==> src/include/fm_params.svh <==
`ifndef FM_PARAMS_SVH
`define FM_PARAMS_SVH

// Clock cycles in one slot frame
`define FM_SLOTS 24

// Cycles that busy stays high after a data write
`define FM_BUSY_CYCLES 32

// Timer counter widths
`define FM_TA_WIDTH 10
`define FM_TB_WIDTH 8

// Frames per timer B count
`define FM_TB_PRESCALE 16

// Phase accumulator width
`define FM_PHASE_WIDTH 20

`endif
==> src/verilog/fm_pkg.sv <==
package fm_pkg;

	// Host register addresses decoded by the register map
	typedef enum logic [7:0] {
		REG_LFO       = 8'h22,
		REG_TA_HI     = 8'h24,
		REG_TA_LO     = 8'h25,
		REG_TB        = 8'h26,
		REG_TIMER_CTL = 8'h27,
		REG_KEY       = 8'h28,
		REG_FNUM_LO   = 8'hA0,
		REG_FNUM_HI   = 8'hA4
	} reg_addr_e;

	// Frames per LFO step, one entry per lfo_freq value
	typedef logic [7:0][6:0] lfo_rate_t;

endpackage

==> src/verilog/timer_ctrl_if.sv <==
`timescale 1ns/1ps
`include "fm_params.svh"

interface timer_ctrl_if;
	logic [`FM_TA_WIDTH-1:0] value_a;
	logic [`FM_TB_WIDTH-1:0] value_b;
	// One-cycle strobes from the register map
	logic                    load_a;
	logic                    load_b;
	logic                    clr_flag_a;
	logic                    clr_flag_b;
	// Held interrupt enables
	logic                    irq_en_a;
	logic                    irq_en_b;
	// Sticky overflow flags
	logic                    flag_a;
	logic                    flag_b;

	modport regs (
		output value_a, value_b, load_a, load_b,
		output clr_flag_a, clr_flag_b, irq_en_a, irq_en_b
	);

	modport timers (
		input  value_a, value_b, load_a, load_b,
		input  clr_flag_a, clr_flag_b, irq_en_a, irq_en_b,
		output flag_a, flag_b
	);
endinterface

==> src/verilog/fm_core.sv <==
`timescale 1ns/1ps

module fm_core (
	input  logic        clk_int,
	input  logic        rst,
	input  logic [7:0]  din,
	input  logic [1:0]  addr,
	input  logic        cs_n,
	input  logic        wr_n,
	output logic [7:0]  dout,
	output logic [11:0] snd,
	output logic        sample,
	output logic        irq_n
);
	fm_pkg::reg_addr_e reg_addr;
	logic              data_wr;
	logic [7:0]        wr_data;
	logic              zero;
	logic              lfo_en;
	logic [2:0]        lfo_freq;
	logic              key_on;
	logic [10:0]       fnum;
	logic [2:0]        block;
	logic [6:0]        lfo_mod;

	timer_ctrl_if tmr ();

	host_bus host_bus_inst (
		.clk_int(clk_int), .rst(rst), .din(din), .addr(addr),
		.cs_n(cs_n), .wr_n(wr_n),
		.flag_a(tmr.flag_a), .flag_b(tmr.flag_b),
		.dout(dout), .reg_addr(reg_addr), .data_wr(data_wr), .wr_data(wr_data)
	);

	fm_regs fm_regs_inst (
		.clk_int(clk_int), .rst(rst), .reg_addr(reg_addr),
		.data_wr(data_wr), .wr_data(wr_data), .tmr(tmr.regs),
		.zero(zero), .lfo_en(lfo_en), .lfo_freq(lfo_freq),
		.key_on(key_on), .fnum(fnum), .block(block)
	);

	fm_timers fm_timers_inst (
		.clk_int(clk_int), .rst(rst), .zero(zero), .tmr(tmr.timers), .irq_n(irq_n)
	);

	fm_lfo fm_lfo_inst (
		.clk_int(clk_int), .rst(rst), .zero(zero),
		.lfo_en(lfo_en), .lfo_freq(lfo_freq), .lfo_mod(lfo_mod)
	);

	fm_tone fm_tone_inst (
		.clk_int(clk_int), .rst(rst), .zero(zero), .key_on(key_on),
		.fnum(fnum), .block(block), .lfo_mod(lfo_mod),
		.snd(snd), .sample(sample)
	);
endmodule

==> src/verilog/fm_tone.sv <==
`timescale 1ns/1ps
`include "fm_params.svh"

module fm_tone (
	input  logic        clk_int,
	input  logic        rst,
	input  logic        zero,
	input  logic        key_on,
	input  logic [10:0] fnum,
	input  logic [2:0]  block,
	input  logic [6:0]  lfo_mod,
	output logic [11:0] snd,
	output logic        sample
);
	typedef logic [`FM_PHASE_WIDTH-1:0] phase_t;

	phase_t phase;
	phase_t step;

	// Octave shift then vibrato on top
	assign step = (phase_t'(fnum) << block) + phase_t'(lfo_mod);

	always_ff @(posedge clk_int) begin
		if (rst) begin
			phase  <= '0;
			sample <= 1'b0;
		end else begin
			sample <= zero;
			if (!key_on)
				phase <= '0;
			else if (zero)
				phase <= phase + step;
		end
	end

	// Sawtooth from the top phase bits
	assign snd = phase[`FM_PHASE_WIDTH-1 -: 12];
endmodule

==> src/verilog/fm_lfo.sv <==
`timescale 1ns/1ps

module fm_lfo (
	input  logic       clk_int,
	input  logic       rst,
	input  logic       zero,
	input  logic       lfo_en,
	input  logic [2:0] lfo_freq,
	output logic [6:0] lfo_mod
);
	fm_pkg::lfo_rate_t rate_tbl;
	logic [6:0]        div_cnt;
	logic [7:0]        lfo_cnt;

	// Entry 0 is the slowest rate
	assign rate_tbl = {7'd5, 7'd8, 7'd44, 7'd62, 7'd67, 7'd71, 7'd77, 7'd108};

	always_ff @(posedge clk_int) begin
		if (rst || !lfo_en) begin
			div_cnt <= '0;
			lfo_cnt <= '0;
		end else if (zero) begin
			// Greater-or-equal copes with a rate change mid count
			if (div_cnt >= rate_tbl[lfo_freq] - 1'b1) begin
				div_cnt <= '0;
				lfo_cnt <= lfo_cnt + 1'b1;
			end else begin
				div_cnt <= div_cnt + 1'b1;
			end
		end
	end

	// Triangle folded from the counter MSB
	assign lfo_mod = lfo_en ? (lfo_cnt[7] ? ~lfo_cnt[6:0] : lfo_cnt[6:0]) : 7'd0;
endmodule

==> src/verilog/fm_timers.sv <==
`timescale 1ns/1ps
`include "fm_params.svh"

module fm_timers (
	input  logic         clk_int,
	input  logic         rst,
	input  logic         zero,
	timer_ctrl_if.timers tmr,
	output logic         irq_n
);
	typedef logic [$clog2(`FM_TB_PRESCALE)-1:0] presc_t;

	logic [`FM_TA_WIDTH-1:0] cnt_a;
	logic [`FM_TB_WIDTH-1:0] cnt_b;
	presc_t                  presc;
	logic                    run_a;
	logic                    run_b;
	logic                    tick_b;

	// Timer B advances once every FM_TB_PRESCALE frames
	assign tick_b = zero && presc == presc_t'(`FM_TB_PRESCALE - 1);

	always_ff @(posedge clk_int) begin
		if (rst) begin
			run_a      <= 1'b0;
			cnt_a      <= '0;
			tmr.flag_a <= 1'b0;
		end else begin
			if (tmr.load_a) begin
				run_a <= 1'b1;
				cnt_a <= tmr.value_a;
			end else if (zero && run_a) begin
				if (&cnt_a) begin
					cnt_a <= tmr.value_a;
					if (tmr.irq_en_a)
						tmr.flag_a <= 1'b1;
				end else begin
					cnt_a <= cnt_a + 1'b1;
				end
			end
			if (tmr.clr_flag_a)
				tmr.flag_a <= 1'b0;
		end
	end

	always_ff @(posedge clk_int) begin
		if (rst) begin
			run_b      <= 1'b0;
			cnt_b      <= '0;
			presc      <= '0;
			tmr.flag_b <= 1'b0;
		end else begin
			if (tmr.load_b) begin
				run_b <= 1'b1;
				cnt_b <= tmr.value_b;
				presc <= '0;
			end else if (zero && run_b) begin
				presc <= tick_b ? '0 : presc + 1'b1;
				if (tick_b && &cnt_b) begin
					cnt_b <= tmr.value_b;
					if (tmr.irq_en_b)
						tmr.flag_b <= 1'b1;
				end else if (tick_b) begin
					cnt_b <= cnt_b + 1'b1;
				end
			end
			if (tmr.clr_flag_b)
				tmr.flag_b <= 1'b0;
		end
	end

	assign irq_n = !((tmr.flag_a && tmr.irq_en_a) || (tmr.flag_b && tmr.irq_en_b));
endmodule

==> src/verilog/fm_regs.sv <==
`timescale 1ns/1ps
`include "fm_params.svh"

module fm_regs (
	input  logic              clk_int,
	input  logic              rst,
	input  fm_pkg::reg_addr_e reg_addr,
	input  logic              data_wr,
	input  logic [7:0]        wr_data,
	timer_ctrl_if.regs        tmr,
	output logic              zero,
	output logic              lfo_en,
	output logic [2:0]        lfo_freq,
	output logic              key_on,
	output logic [10:0]       fnum,
	output logic [2:0]        block
);
	typedef logic [$clog2(`FM_SLOTS)-1:0] slot_cnt_t;

	slot_cnt_t slot_cnt;
	logic      last_slot;

	assign last_slot = slot_cnt == slot_cnt_t'(`FM_SLOTS - 1);

	// One zero pulse per slot frame
	always_ff @(posedge clk_int) begin
		if (rst) begin
			slot_cnt <= '0;
			zero     <= 1'b0;
		end else begin
			zero     <= last_slot;
			slot_cnt <= last_slot ? '0 : slot_cnt + 1'b1;
		end
	end

	always_ff @(posedge clk_int) begin
		if (rst) begin
			lfo_en         <= 1'b0;
			key_on         <= 1'b0;
			tmr.irq_en_a   <= 1'b0;
			tmr.irq_en_b   <= 1'b0;
			tmr.load_a     <= 1'b0;
			tmr.load_b     <= 1'b0;
			tmr.clr_flag_a <= 1'b0;
			tmr.clr_flag_b <= 1'b0;
		end else begin
			// Timer strobes last a single cycle
			tmr.load_a     <= 1'b0;
			tmr.load_b     <= 1'b0;
			tmr.clr_flag_a <= 1'b0;
			tmr.clr_flag_b <= 1'b0;
			if (data_wr) begin
				case (reg_addr)
					fm_pkg::REG_LFO: lfo_en <= wr_data[3];
					fm_pkg::REG_KEY: key_on <= wr_data[4];
					fm_pkg::REG_TIMER_CTL: begin
						tmr.load_a     <= wr_data[0];
						tmr.load_b     <= wr_data[1];
						tmr.irq_en_a   <= wr_data[2];
						tmr.irq_en_b   <= wr_data[3];
						tmr.clr_flag_a <= wr_data[4];
						tmr.clr_flag_b <= wr_data[5];
					end
					default: ;
				endcase
			end
		end
	end

	// Held values
	always_ff @(posedge clk_int) begin
		if (data_wr) begin
			case (reg_addr)
				fm_pkg::REG_LFO:     lfo_freq <= wr_data[2:0];
				// Timer A splits as 8 high bits and 2 low bits
				fm_pkg::REG_TA_HI:   tmr.value_a[`FM_TA_WIDTH-1:2] <= wr_data;
				fm_pkg::REG_TA_LO:   tmr.value_a[1:0] <= wr_data[1:0];
				fm_pkg::REG_TB:      tmr.value_b <= wr_data;
				fm_pkg::REG_FNUM_LO: fnum[7:0] <= wr_data;
				fm_pkg::REG_FNUM_HI: begin
					fnum[10:8] <= wr_data[2:0];
					block      <= wr_data[5:3];
				end
				default: ;
			endcase
		end
	end
endmodule

==> src/verilog/host_bus.sv <==
`timescale 1ns/1ps
`include "fm_params.svh"

module host_bus (
	input  logic              clk_int,
	input  logic              rst,
	input  logic [7:0]        din,
	input  logic [1:0]        addr,
	input  logic              cs_n,
	input  logic              wr_n,
	input  logic              flag_a,
	input  logic              flag_b,
	output logic [7:0]        dout,
	output fm_pkg::reg_addr_e reg_addr,
	output logic              data_wr,
	output logic [7:0]        wr_data
);
	typedef logic [$clog2(`FM_BUSY_CYCLES + 1)-1:0] busy_cnt_t;

	busy_cnt_t busy_cnt;
	logic      write;
	logic      busy;

	// Ports 2 and 3 belong to the absent second bank
	assign write = !cs_n && !wr_n && !addr[1];
	assign busy = busy_cnt != '0;

	always_ff @(posedge clk_int) begin
		if (rst) begin
			reg_addr <= fm_pkg::REG_LFO;
			data_wr  <= 1'b0;
			busy_cnt <= '0;
		end else begin
			data_wr <= write && addr[0];
			if (write && !addr[0])
				reg_addr <= fm_pkg::reg_addr_e'(din);
			// Every data write restarts the busy window
			if (write && addr[0])
				busy_cnt <= busy_cnt_t'(`FM_BUSY_CYCLES);
			else if (busy)
				busy_cnt <= busy_cnt - 1'b1;
		end
	end

	// Data byte for the register map
	always_ff @(posedge clk_int) begin
		if (write && addr[0])
			wr_data <= din;
	end

	assign dout = {busy, 5'b00000, flag_b, flag_a};
endmodule

==> config.mk <==
export PLATFORM = sky130hd
export DESIGN_NAME = fm_core
export DESIGN_NICKNAME = d
export VERILOG_FILES = /design/src/verilog/fm_pkg.sv /design/src/verilog/timer_ctrl_if.sv /design/src/verilog/fm_core.sv /design/src/verilog/fm_tone.sv /design/src/verilog/fm_lfo.sv /design/src/verilog/fm_timers.sv /design/src/verilog/fm_regs.sv /design/src/verilog/host_bus.sv
export VERILOG_INCLUDE_DIRS = /design/src /design/src/include
export SDC_FILE = /design/constraint.sdc
export NUM_CORES = 1
export LEC_CHECK = 0
export BUFFER_PORTS_ARGS = -buffer_cell sky130_fd_sc_hd__buf_2
export CAP_MARGIN = 20
export CORE_ASPECT_RATIO = 1.25
export CORE_MARGIN = 5
export CORE_UTILIZATION = 30
export DETAILED_ROUTE_END_ITERATION = 7
export SETUP_SLACK_MARGIN = 0.1
export SLEW_MARGIN = 10
export SYNTH_ARGS = -nofsm -noshare
export SYNTH_HDL_FRONTEND = slang
export SYNTH_SLANG_ARGS = --single-unit
==> constraint.sdc <==
create_clock -name clk_int -period 4 [get_ports clk_int]
set_input_delay 0.8 -clock clk_int [delete_from_list [all_inputs] [get_ports clk_int]]
set_output_delay 0.8 -clock clk_int [all_outputs]
set_load 0.005 [all_outputs]
Word level (Yosys, flattened, before mapping)

Memory sizes are Yosys's and may differ from the RTL's. A register that Yosys moved wholly into a read port is not among the register bits.
Cells that the tools add are included.

Add/sub/neg operators: 10
Mux-type cells: 15
Reductions and logical operators: 44
Magnitude comparators: 2
Bitwise operators: 6
Shifts and indexed selects: 1
Eq/ne operators: 10

Operator list:

| cell                                                                   | count |
|---|---|
| 8-bit by 6-bit equality test with 1-bit output (second input constant) | 6 |
| 8-bit two-way mux                                                      | 4 |
| 10-bit two-way mux                                                     | 3 |
| 7-bit two-way mux                                                      | 4 |
| 20-bit adder                                                           | 1 |
| 20-bit by 7-bit adder with 20-bit output                               | 1 |
| 2-bit AND reduction                                                    | 10 |
| 11-bit by 3-bit left shift with 20-bit output                          | 1 |
| 8-bit by 1-bit adder with 8-bit output (second input constant)         | 2 |
| 8-bit equality test (second input constant)                            | 2 |
| 13-bit AND reduction                                                   | 1 |
| 6-bit two-way mux                                                      | 2 |
| 2-bit OR reduction                                                     | 6 |
| 10-bit by 1-bit adder with 10-bit output (second input constant)       | 1 |
| 1-bit logical AND                                                      | 10 |
| 10-bit AND reduction                                                   | 1 |
| 8-bit AND reduction                                                    | 1 |
| 7-bit by 1-bit adder with 7-bit output (second input constant)         | 1 |
| 7-bit >= comparator                                                    | 1 |
| 7-bit inverter                                                         | 1 |
| 7-bit by 1-bit subtractor with 7-bit output (second input constant)    | 1 |
| 1-bit logical NOT                                                      | 6 |
| 2-bit nonzero test                                                     | 3 |
| 6-bit nonzero test                                                     | 1 |
| 13 further kinds                                                       | 18 |

Word-level logic and storage cells: 122
Output and inout bits: 22
Memories: 1
Bits of input ports: 14
Register bits: 134
Memory bits (read-only): 56

Memories:

| name            | words | bits a word | read ports | clocked after Yosys merged registers in | wr ports | RTL line     | text |
|---|---|---|---|---|---|---|---|
| (no name shown) | 8     | 7           | 1          | 1                                       | 0        | fm_lfo.sv:24 | `if (div_cnt >= rate_tbl[lfo_freq] - 1'b1) begin` |

Longest topological paths before layout

Gate-level depths: netlist (run 1).

Depth after elaboration: 6
Mapped depth: 15
Mapped depth without buffers: 13

By module

From an unflattened synthesis (run 1), not the netlist that was laid out.

Cells, all modules: 819
Area, all modules: 7761.2 µm²

Modules (own cells, without submodules):

| module    | seq. area each (µm²) | area an instance (µm²) | cells each | times used |
|---|---|---|---|---|
| fm_tone   | 420.4                | 2442.3                 | 300        | 1 |
| fm_regs   | 1331.3               | 1701.6                 | 100        | 1 |
| fm_timers | 520.5                | 1587.8                 | 203        | 1 |
| fm_lfo    | 300.3                | 1068.5                 | 126        | 1 |
| host_bus  | 540.5                | 960.9                  | 90         | 1 |

Worst setup path before layout (run 1)

OpenSTA, ideal clock, no wires.

Path kind: register to register
Start: register fm_regs_inst.block[1]
End: register fm_tone_inst.phase[17]
Required time: 3926 ps
Clock period less this slack: 3281 ps
Slack: 719 ps
Path buffers: 2
Cell stages (with the launch flop): 15
Data arrival time: 3207 ps
Library setup time: 74 ps
Path through: edfxtp_1 > buf_2 > buf_1 > or3_1 > fa_1 > inv_1 > ha_1 > inv_1 > fa_1 > nor2b_1 > o2111ai_1 > a31oi_1 > a32oi_1 > xor2_1 > o21ai_0

Word-level cells in the longest chain between the ends: 3

RTL lines:

| item                                          | RTL line      | text |
|---|---|---|
| start: declaration                            | fm_regs.sv:16 | `output logic [2:0] block` |
| start signal: assignment                      | fm_regs.sv:82 | `block <= wr_data[5:3];` |
| 11-bit by 3-bit left shift with 20-bit output | fm_tone.sv:21 | `assign step = (phase_t'(fnum) << block) + phase_t'(lfo_mod);` |
| 20-bit by 7-bit adder with 20-bit output      | fm_tone.sv:21 |  |
| 20-bit adder                                  | fm_tone.sv:32 | `phase <= phase + step;` |
| end signal: assignment                        | fm_tone.sv:32 |  |
| end: declaration                              | fm_tone.sv:17 | `phase_t phase;` |

No other way between the ends.
A chain may end at the register's enable or synchronous reset.

Worst setup path in the final report (run 1)

Same ends and word-level chain as after synthesis.

==> results of run 1 <==
-- state kept, by name (all words and copies together), names as in the netlist, 3 cells and up, named ones only --
signal / cells
fm_timers_inst.cnt_b: 8
fm_regs_inst.lfo_freq: 3
fm_regs_inst.tmr.value_a: 10
fm_tone_inst.phase: 20
host_bus_inst.wr_data: 8
fm_lfo_inst.div_cnt: 7
host_bus_inst.busy_cnt: 6
fm_regs_inst.fnum: 11
fm_lfo_inst.lfo_cnt: 8
fm_regs_inst.slot_cnt: 5
fm_timers_inst.presc: 4
fm_timers_inst.cnt_a: 10
host_bus_inst.reg_addr: 8
fm_regs_inst.block: 3
fm_regs_inst.tmr.value_b: 8
-- worst reg2reg max path: stages, from the launching register on --
cell and delay (ns):
edfxtp_1 0.41, buf_12 0.17, or3_1 0.39, fa_1 0.43, inv_1 0.06, ha_1 0.18, inv_1 0.06, fa_1 0.40
nor2b_1 0.23, o2111ai_1 0.18, a31oi_1 0.39, a32oi_1 0.20, xor2_1 0.17, o21ai_0 0.15
-- cells in the final DEF (no fill, tap or decap), types with 12 or more instances in the layout --
master     instances
mux2i_1           28
nand2_1           96
nand3_1           30
edfxtp_1          43
ha_1              44
inv_1             44
a21oi_1           55
nor2_1            95
nor3_1            29
xor2_1            22
o21ai_0           38
xnor2_1           16
clkbuf_16         17
dfxtp_1           98
a211oi_1          12
nand2b_1          15
buf_2             32
a31oi_1           12
-- routing by layer --
layer	track usage (%)	vias to the layer above	wire length, um
met2	20.2	117	8290
met1	14.4	2841	7770
met4	5.16	2	613
li1	-	3078	-
met5	0	-	15
met3	2.79	43	577
-- per-stage QoR --
| step | setup slack, ns | util [%] | cell area (sq um) | power, W |
|---|---|---|---|---|
| global route | 0.300 | 33.9 | 8760 | 0.00345 |
| global placement | 0.476 | 31.5 | 8140 | 0.00176 |
| finish | 0.491 | 33.9 | 8760 | 0.00330 |
| CTS | 0.355 | 33.8 | 8730 | 0.00334 |
| floorplan | 0.719 | - | 7830 | 0.00173 |
| detailed placement | 0.373 | 31.5 | 8140 | 0.00177 |
-- report_power, final --
part / internal, W / switching [W] / leakage [nW]
registers: 0.00151 / 0.0000356 / 1.18
clock network: 0.000929 / 0.000641 / 0.288
logic: 0.0000870 / 0.000100 / 1.89
-- kinds of logic after synthesis --
| group | count (synthesis) |
|---|---|
| flops | 141 |
| fa+ha+maj | 53 |
| simple gates | 325 |
| mux | 34 |
| buf+inv | 101 |
| compound gates | 178 |
| xor+xnor | 38 |
| other cells | 1 |
-- final cells by class --
type / instances / area, sq um
clock buffer: 17 / 425
clock inverter: 15 / 161
fill: 2692 / 17100
inverter: 45 / 169
multi-input combinational: 633 / 4100
sequential: 141 / 3250
tap: 340 / 425
timing repair buffer: 38 / 218
-- worst max-delay path by stage --
stage,depth (start not counted),to
after floorplan,14,fm_tone_inst.phase[17]$_SDFFE_PP0P_
after global placement,11,fm_tone_inst.phase[16]$_SDFFE_PP0P_
after detailed placement,11,fm_tone_inst.phase[17]$_SDFFE_PP0P_
after CTS,11,fm_tone_inst.phase[17]$_SDFFE_PP0P_
after global routing,12,fm_tone_inst.phase[16]$_SDFFE_PP0P_
final,13,fm_tone_inst.phase[17]$_SDFFE_PP0P_
==> impl_results.md, run 1 <==
- Inst Count DP: approximately 1200
- Critical-path cell list: buf_12, or3_1, fa_1, inv_1, ha_1, inv_1, fa_1, nor2b_1, o2111ai_1, a31oi_1, a32oi_1, xor2_1, o21ai_0
- Data arrival, critical path: approximately 3.9 ns
- IO Pins: 36
- Hold path endpoint: fm_timers_inst.tmr.flag_a$_SDFFE_PP0P_
- Leakage: roughly 3.4 nW
- Setup_tns: 0 ns
- Post-CTS Setup Bufs: 0
- Die Area: around 30000 sq um
- Avg Cell Area, Syn: around 9 sq um
- Tot GR Track Use: 11.9%
- Post-synthesis compound-gate area fraction: approximately 15%
- DP HPWL: 12800 um
- Area of the core: roughly 26000 sq um
- Clock transition at path regs: 0.06 ns
- VDD IR max: 0.308 mV
- Depth of the worst register-to-register path: 13
- Seq/Total Area, Yosys: about two fifths
- Largest net degree at the start of global routing: 47
- DRC: 0
- Hold_ws: a little under 0.4 ns
- Final Hold Fails: 0
- GR Overflow Total: 0
- Post-CTS Resized: 0
- Diode count: 0
- Leading post-synthesis cells by cell area: dfxtp_1 25%, edfxtp_1 17%, ha_1 7.0%
- CTS tree: built
- Post-synthesis cell type count: 69
- XOR/XNOR share of the synthesized area: around 4.3%
- R2r startpoint: fm_regs_inst.block[1]$_DFFE_PP_
- Simple-gate share of the synthesized area: a little under 20%
- Vias: just over 6000
- Post-synthesis cell count: roughly 870
- Routed Antenna Nets: 0
- Final std cells w/o fill: 1229
- Hold depth: 1
- Fin Clk Skew: 0.0114 ns
- Mux cell area share after synthesis: approximately 4.4%
- Cell taking the most area after synthesis: dfxtp_1
- Area grow syn2layout: 12.0%
- Setup crit start: fm_regs_inst.block[1]$_DFFE_PP_
- Critical Path End Type: flip-flop
- Clock Sinks: around 140
- Top_reg_cell synth: dfxtp_1
- GP Congestion: between 0.8 and 0.9
- Commonest cells in the netlist: 98 x dfxtp_1, 96 x nand2_1, 95 x nor2_1, 55 x a21oi_1
- Setup violators final: 0
- Row count: 66
- Yosys warns: 0
- Root buf cell: clkbuf_16
- Slew Limit Headroom: 40.9%
- WL per Instance: 14.0 um
- Synthesized area: just under 8000 sq um
- Type of origin of the critical path: flip-flop
- Vias in the first global route: 5952
- Nets: ~940
- Num CTS Buffers: 17
- Unrepaired setup endpoints after global routing: no
- Layout cell share with drive strength beyond 1: 9.56%
- Crit path max fanout: 16
- Period utilization: between 80% and 90%
- Status: completed
- HP Start: fm_regs_inst.tmr.clr_flag_a$_SDFF_PP0_
- Die Ht: roughly 190 um
- H-tree depth: 4
- Synth Area in Adders: between 9 and 10%
- Worst R2R End: fm_tone_inst.phase[17]$_SDFFE_PP0P_
- Top-count cell post-synth: dfxtp_1
- Slew Viols, Final: 0
- Via/cell ratio: 4.95
- Crit-path slowest cell: fa_1
- Fmax: between 200 and 300 MHz
- Worst-Margin Slew: 0.884 ns
- Buffer depth of the longest clock path: 2
- WL final: about 17000 um
- Clock latency on the worst-skew pair: around 0.42 ns
- Initial antenna violation count: 1
- Setup Crit Path Kind: reg2reg
- Initial Utilization: ~30%
- Post-synth EDFFs: between 40 and 50
- Fraction of registers with async set/reset: 0%
- Initial DRC Count: around 300
- Flops & latches, synth: 141
- First-pass GRT wire length: between 20000 and 30000 um
- Max incr delay on CP: 0.43 ns
- Port bufs: 30
- Max-cap violations: 0
- Hold_buf cts: 0
- Synth top area share: between 20% and 30%
- Required time worst endpoint: roughly 4.3 ns
- Main combinational cell family by area after synthesis: simple AND/OR/NAND/NOR gates
- Critical path's top delay family: adder cells
- Die Wd: 154 um
- Hold crit path type: reg2reg
- Worst reg2reg setup slack: just under 0.5 ns
- DR pass1 iterations: 5
- CP bufs+invs: 3
- Pwr per Cell Area: ~380 nW/um^2
- Minimum clock period: 3.51 ns
No activity file was read; power rests on OpenSTA's default activity.
==> run 2: changes to the inputs <==
--- a/config.mk
+++ b/config.mk
@@ -10,7 +10,7 @@
 export CAP_MARGIN = 20
 export CORE_ASPECT_RATIO = 1.25
 export CORE_MARGIN = 5
-export CORE_UTILIZATION = 30
+export CORE_UTILIZATION = 36
 export DETAILED_ROUTE_END_ITERATION = 7
 export SETUP_SLACK_MARGIN = 0.1
 export SLEW_MARGIN = 10
==> run 2 against run 1 <==
Net effect:
- die area decreased by 16%
- register-to-register slack got worse by 0.07 ns
- first-iteration DRC count grew 3.6%
- power decreased by 0.96%
- hold slack improved by 0.0038 ns
- fmax decreased by 1.9%
- flip-flop and latch count did not move
- clock-buffer cell count grew 3
- via count is 1.7% lower
- critical path type unchanged
==> impl_results.md, run 2 (synthesized netlist as in run 1, its figures left out) <==
- Most flop-heavy register: fm_tone_inst.phase
- Leakage: around 3.4 nW
- Vias: roughly 6000
- Max incr delay on CP: approximately 0.58 ns
- Largest register FFs: 20
- Die Wd: 142 um
- Initial Utilization: between 30% and 40%
- Critical Path End Type: flip-flop
- Die Area: 24800 sq um
- Num CTS Buffers: 17
- Clock latency on the worst-skew pair: around 0.42 ns
- Unrepaired setup endpoints after global routing: no
- Status: completed
- Setup Crit Path Kind: reg2reg
- Fin Clk Skew: between 0.01 and 0.015 ns
- Worst-Margin Slew: ~0.84 ns
- Clock transition at path regs: approximately 0.070 ns
- Fmax: around 280 MHz
- Design area: roughly 8700 sq um
- Tot GR Track Use: approximately 14%
- Critical-path cell list: buf_4, mux2_2, o21ai_0, mux2i_1, ha_1, ha_1, a21oi_1, o211ai_1, a2111oi_0, o21ai_0, mux2i_1, nand2_1
- R2r startpoint: fm_regs_inst.block[1]$_DFFE_PP_
- Type of origin of the critical path: flip-flop
- Routed Antenna Nets: 0
- Required time worst endpoint: about 4.3 ns
- Post-CTS Resized: 0
- Row count: 60
- Slew Limit Headroom: a little over two fifths
- Max-cap violations: 0
- Nets: ~950
- Layout cell share with drive strength beyond 1: 9.63%
- GR Overflow Total: 0
- H-tree depth: 4
- CTS tree: built
- Hold_buf cts: 0
- Setup violators final: 0
- Clock Sinks: ~140
- Pwr per Cell Area: between 300 and 400 nW/um^2
- Minimum clock period: approximately 3.6 ns
- Setup_tns: 0 ns
- Hold crit path type: reg2reg
- Top Registers: fm_tone_inst.phase: 20 flops, fm_regs_inst.fnum: 11 flops
- Crit-path slowest cell: edfxtp_1
- Largest net degree at the start of global routing: 30
- GP Congestion: between 0.8 and 0.9
- Vias in the first global route: around 5800
- Post-CTS Setup Bufs: 0
- First-pass GRT wire length: 28100 um
- Area grow syn2layout: 11.1%
- Initial DRC Count: roughly 310
- Slew Viols, Final: 0
- DRC: 0
- Fill cell count: about 2200
- Via/cell ratio: ~5
- Crit path max fanout: 11
- IO Pins: 36
- DP HPWL: about 12000 um
- Overall power: roughly 0.0033 W
- Root buf cell: clkbuf_16
- WL per Instance: between 10 and 15 um
- WL final: ~17000 um
- Buffer depth of the longest clock path: 2
- Data arrival, critical path: between 3 and 4 ns
- Area after DPL: just over 8000 sq um
- Commonest non-fill, non-tap cell in the layout: dfxtp_1
- VDD IR max: 0.314 mV
- Area of the core: about 21000 sq um
- Die Ht: between 150 and 200 um
- Setup crit start: fm_regs_inst.block[1]$_DFFE_PP_
- HP Start: fm_regs_inst.tmr.clr_flag_a$_SDFF_PP0_
- DR pass1 iterations: 4
- Critical path's top delay family: compound AO/OA/AOI/OAI gates
- Final Hold Fails: 0
- Port bufs: 30
- Initial antenna violation count: 0
- CP bufs+invs: 1
- Most frequent cells in the layout: 98 x dfxtp_1, 96 x nand2_1, 95 x nor2_1, 55 x a21oi_1
- Period utilization: ~89%
- Diode count: 0
## run 2: changes by cell type in the layout (fill, tap and decap cells not counted), sizes merged
cell      change
clkbuf        +4
inv           -4
buf           +3
clkinv        +2
clkinvlp      -1
## run 2: area by class of cell
| type | instances | area, sq um | share of cell area, % |
|---|---|---|---|
| sequential | 141 | 3250 | 37.5 |
| tap | 279 | 349 | 4.02 |
| multi-input combinational | 633 | 4100 | 47.2 |
| timing repair buffer | 42 | 235 | 2.71 |
| inverter | 45 | 169 | 1.94 |
| clock inverter | 12 | 139 | 1.60 |
| clock buffer | 20 | 437 | 5.03 |
## run 2: power by group
group          internal, W  switching (W)  total, W  leakage [nW]
clock             0.000924       0.000617   0.00154         0.279
sequential         0.00151      0.0000357   0.00155          1.18
combinational    0.0000866      0.0000988  0.000185          1.91
## run 2: metrics by stage
stage / util, % / hold WS (ns) / setup WS, ns / cells
2_1_floorplan: - / 0.373 / 0.719 / 875
3_3_place_gp: 37.6 / 0.379 / 0.452 / 1134
3_5_place_dp: 37.6 / 0.385 / 0.281 / 1134
4_1_cts: 40.3 / 0.397 / 0.276 / 1166
5_1_grt: 40.5 / 0.414 / 0.179 / 1172
6_report: 40.5 / 0.395 / 0.422 / 1172
## run 2: path summary, 6_finish.rpt
check / depth (start not counted) / slack, ns / end
max reg2reg: 12 / 0.42 / fm_tone_inst.phase[16]$_SDFFE_PP0P_
min: 1 / 0.39 / fm_timers_inst.tmr.flag_a$_SDFFE_PP0P_
min reg2reg: 1 / 0.39 / fm_timers_inst.tmr.flag_a$_SDFFE_PP0P_
max: 12 / 0.42 / fm_tone_inst.phase[16]$_SDFFE_PP0P_
## run 2: metal layers
layer | wire, um | GRT usage, % | up-vias
met5 | 0 | 0 | -
met4 | 336 | 4.88 | 0
met3 | 426 | 2.63 | 22
met2 | 8630 | 25.0 | 75
met1 | 7450 | 16.3 | 2802
li1 | - | - | 3079
==> run 3: changes to the inputs <==
--- a/config.mk
+++ b/config.mk
@@ -10,8 +10,9 @@
 export CAP_MARGIN = 20
 export CORE_ASPECT_RATIO = 1.25
 export CORE_MARGIN = 5
-export CORE_UTILIZATION = 36
+export CORE_UTILIZATION = 60
 export DETAILED_ROUTE_END_ITERATION = 7
+export PLACE_DENSITY = 0.78
 export SETUP_SLACK_MARGIN = 0.1
 export SLEW_MARGIN = 10
 export SYNTH_ARGS = -nofsm -noshare
==> constraint.sdc (replaced) <==
create_clock -name clk_int -period 3.3 [get_ports clk_int]
set_input_delay 0.66 -clock clk_int [delete_from_list [all_inputs] [get_ports clk_int]]
set_output_delay 0.66 -clock clk_int [all_outputs]
set_load 0.005 [all_outputs]
==> run 3 against run 2 <==
Net effect:
- global-route usage is 10 points higher
- non-clock buffer count is 26 higher
- setup slack worse by 0.40 ns
- core utilization is 30 points higher
- flip-flop and latch count stayed put
- die area is 38% lower
- register-to-register slack worse by 0.40 ns
- power is 23% higher
- design area is 3.2% higher
==> impl_results.md, run 3 (synthesized netlist as in run 1, its figures left out) <==
- Status: completed
- GR Overflow Total: 0
- DR pass1 iterations: 6
- Area grow syn2layout: 14.6%
- Largest register FFs: 20
- Critical path's top delay family: compound AO/OA/AOI/OAI gates
- Max-cap violations: 0
- Largest net degree at the start of global routing: 34
- Slew Limit Headroom: 43.3%
- Vias in the first global route: ~6400
- Crit-path slowest cell: fa_1
- Most frequent cells in the layout: 98 x dfxtp_1, 95 x nand2_1, 94 x nor2_1, 50 x a21oi_1, 44 x inv_1
- Via/cell ratio: ~6.0
- DRC: 0
- Die Area: 15400 sq um
- Port bufs: 30
- WL per Instance: ~17 um
- Minimum clock period: approximately 3.3 ns
- Clock Sinks: approximately 140
- Inst Count DP: 1046
- Initial DRC Count: just over 400
- H-tree depth: 4
- Initial antenna violation count: 0
- Area after DPL: 8100 sq um
- Final Util: 70.5%
- Root buf cell: clkbuf_16
- WL final: between 15000 and 20000 um
- Most flop-heavy register: fm_tone_inst.phase
- Initial Utilization: just over 60%
- Critical-path cell list: buf_4, mux2i_1, mux2_2, nand2b_1, fa_1, inv_1, ha_4, nor2b_2, o31a_1, a21oi_2, nand2_1, a211o_1, nand3_1
- Tot GR Track Use: between 20% and 30%
- Setup violators final: 0
- Routed Antenna Nets: 0
- Unrepaired setup endpoints after global routing: yes
- Worst-Margin Slew: 0.848 ns
- Clock transition at path regs: around 0.06 ns
- DP HPWL: about 13000 um
- Hold crit path type: reg2reg
- Buffer depth of the longest clock path: 2
- Leakage: ~3.5 nW
- Final Hold Fails: 0
- Depth of the worst register-to-register path: 13
- Slew Viols, Final: 0
- Data arrival, critical path: 3.63 ns
- Fill cell count: 930
- R2r startpoint: fm_regs_inst.block[1]$_DFFE_PP_
- Area of the core: between 10000 and 15000 sq um
- Top Registers: fm_tone_inst.phase: 20 flops, fm_regs_inst.fnum: 11 flops
- Period utilization: 99.3%
- Die Ht: around 140 um
- GP Congestion: roughly 0.95
- Final std cells w/o fill: between 1000 and 1500
- Critical Path End Type: flip-flop
- Worst reg2reg setup slack: approximately 0.024 ns
- Diode count: 0
- Worst R2R End: fm_tone_inst.phase[11]$_SDFFE_PP0P_
- Hold depth: 1
- Design area: 8960 sq um
- Pwr per Cell Area: 447 nW/um^2
- Layout cell share with drive strength beyond 1: between 15 and 20%
- Fin Clk Skew: 0.00842 ns
- Clock latency on the worst-skew pair: 0.42 ns
- Required time worst endpoint: between 3 and 4 ns
- Fmax: about 310 MHz
- Vias: roughly 6500
- Nets: 972
- VDD IR max: just under 0.6 mV
- Commonest non-fill, non-tap cell in the layout: dfxtp_1
- Row count: 46
- First-pass GRT wire length: about 30000 um
- Type of origin of the critical path: flip-flop
- Max incr delay on CP: about 0.48 ns
- Setup Crit Path Kind: reg2reg
- Crit path max fanout: 6
- CP bufs+invs: 2
- HP Start: fm_regs_inst.tmr.clr_flag_a$_SDFF_PP0_
- Hold path endpoint: fm_timers_inst.tmr.flag_a$_SDFFE_PP0P_
- Num CTS Buffers: 17
- Die Wd: roughly 110 um
- IO Pins: 36
- CTS tree: built
## run 3: cell count changes in the layout (fill, tap and decap cells not counted), moves of 3 or more
cell / change
a211oi_2: +3
o21ai_0: -9
buf_4: +25
a211oi_1: -3
a21oi_1: -5
ha_4: +5
clkinvlp_4: +3
ha_1: -7
o21ai_1: +9
clkinv_4: -3
a21oi_2: +4
## run 3: stage by stage
stage	hold slack (ns)	worst slack, ns	total power, W	TNS (ns)
2_1_floorplan	0.373	0.112	0.00210	0
3_3_place_gp	0.383	0.0833	0.00212	0
4_1_cts	0.410	0.111	0.00403	0
6_report	0.408	0.0243	0.00401	0
3_5_place_dp	0.403	0.00604	0.00214	0
5_1_grt	0.418	-0.0506	0.00416	-0.257
## run 3: final cells by class
| type | count | area (sq um) | area share [%] |
|---|---|---|---|
| inverters | 45 | 169 | 1.88 |
| clock inverters | 13 | 139 | 1.55 |
| multi-input cells | 633 | 4300 | 47.9 |
| repair buffers | 68 | 440 | 4.91 |
| well taps | 168 | 210 | 2.35 |
| flip-flops and latches | 141 | 3250 | 36.3 |
| clock buffers | 19 | 454 | 5.07 |
## run 3: worst register-to-register path: cells and delay by family (launching register included)
family                   cells  cell delay, ns
AO/OA/AOI/OAI                3            0.81
adder cells (fa/ha/maj)      2            0.74
AND/OR/NAND/NOR              4            0.54
multiplexers                 2            0.45
flip-flops                   1            0.42
buffers and inverters        2            0.25
## run 3: what timing repair did
| item | 4_1_cts | 5_1_grt |
|---|---|---|
| cloned | 0 | 1 |
| pin swaps | 3 | 12 |
| setup endpoints to repair | 10 | 11 |
| buffers inserted | 4 | 3 |
| resized for setup | 14 | 34 |
| hold buffers | 0 | 0 |
## run 3: report_power, final
part / leakage [nW] / switching [W] / internal, W
clock: 0.279 / 0.000742 / 0.00116
sequential: 1.18 / 0.0000432 / 0.00183
combinational: 2.05 / 0.000129 / 0.000107
total: 3.51 / 0.000915 / 0.00309
## run 3: metal layers
layer	wire, um	global-route usage (%)
met1	7290	27.1
met4	631	11.6
met2	9540	43.6
met5	0	0
met3	803	3.60
## run 3: worst max path at each step
stage | startpoint | cells after the start | slack [ns] | endpoint
global placement | fm_regs_inst.block[1]$_DFFE_PP_ | 13 | 0.08 | fm_tone_inst.phase[12]$_SDFFE_PP0P_
floorplan | fm_regs_inst.block[1]$_DFFE_PP_ | 14 | 0.11 | fm_tone_inst.phase[17]$_SDFFE_PP0P_
global route | fm_regs_inst.block[1]$_DFFE_PP_ | 13 | -0.05 | fm_tone_inst.phase[11]$_SDFFE_PP0P_
finish | fm_regs_inst.block[1]$_DFFE_PP_ | 13 | 0.02 | fm_tone_inst.phase[11]$_SDFFE_PP0P_
CTS | fm_regs_inst.block[1]$_DFFE_PP_ | 15 | 0.11 | fm_tone_inst.phase[11]$_SDFFE_PP0P_
detailed placement | fm_regs_inst.block[1]$_DFFE_PP_ | 13 | 0.006 | fm_tone_inst.phase[18]$_SDFFE_PP0P_
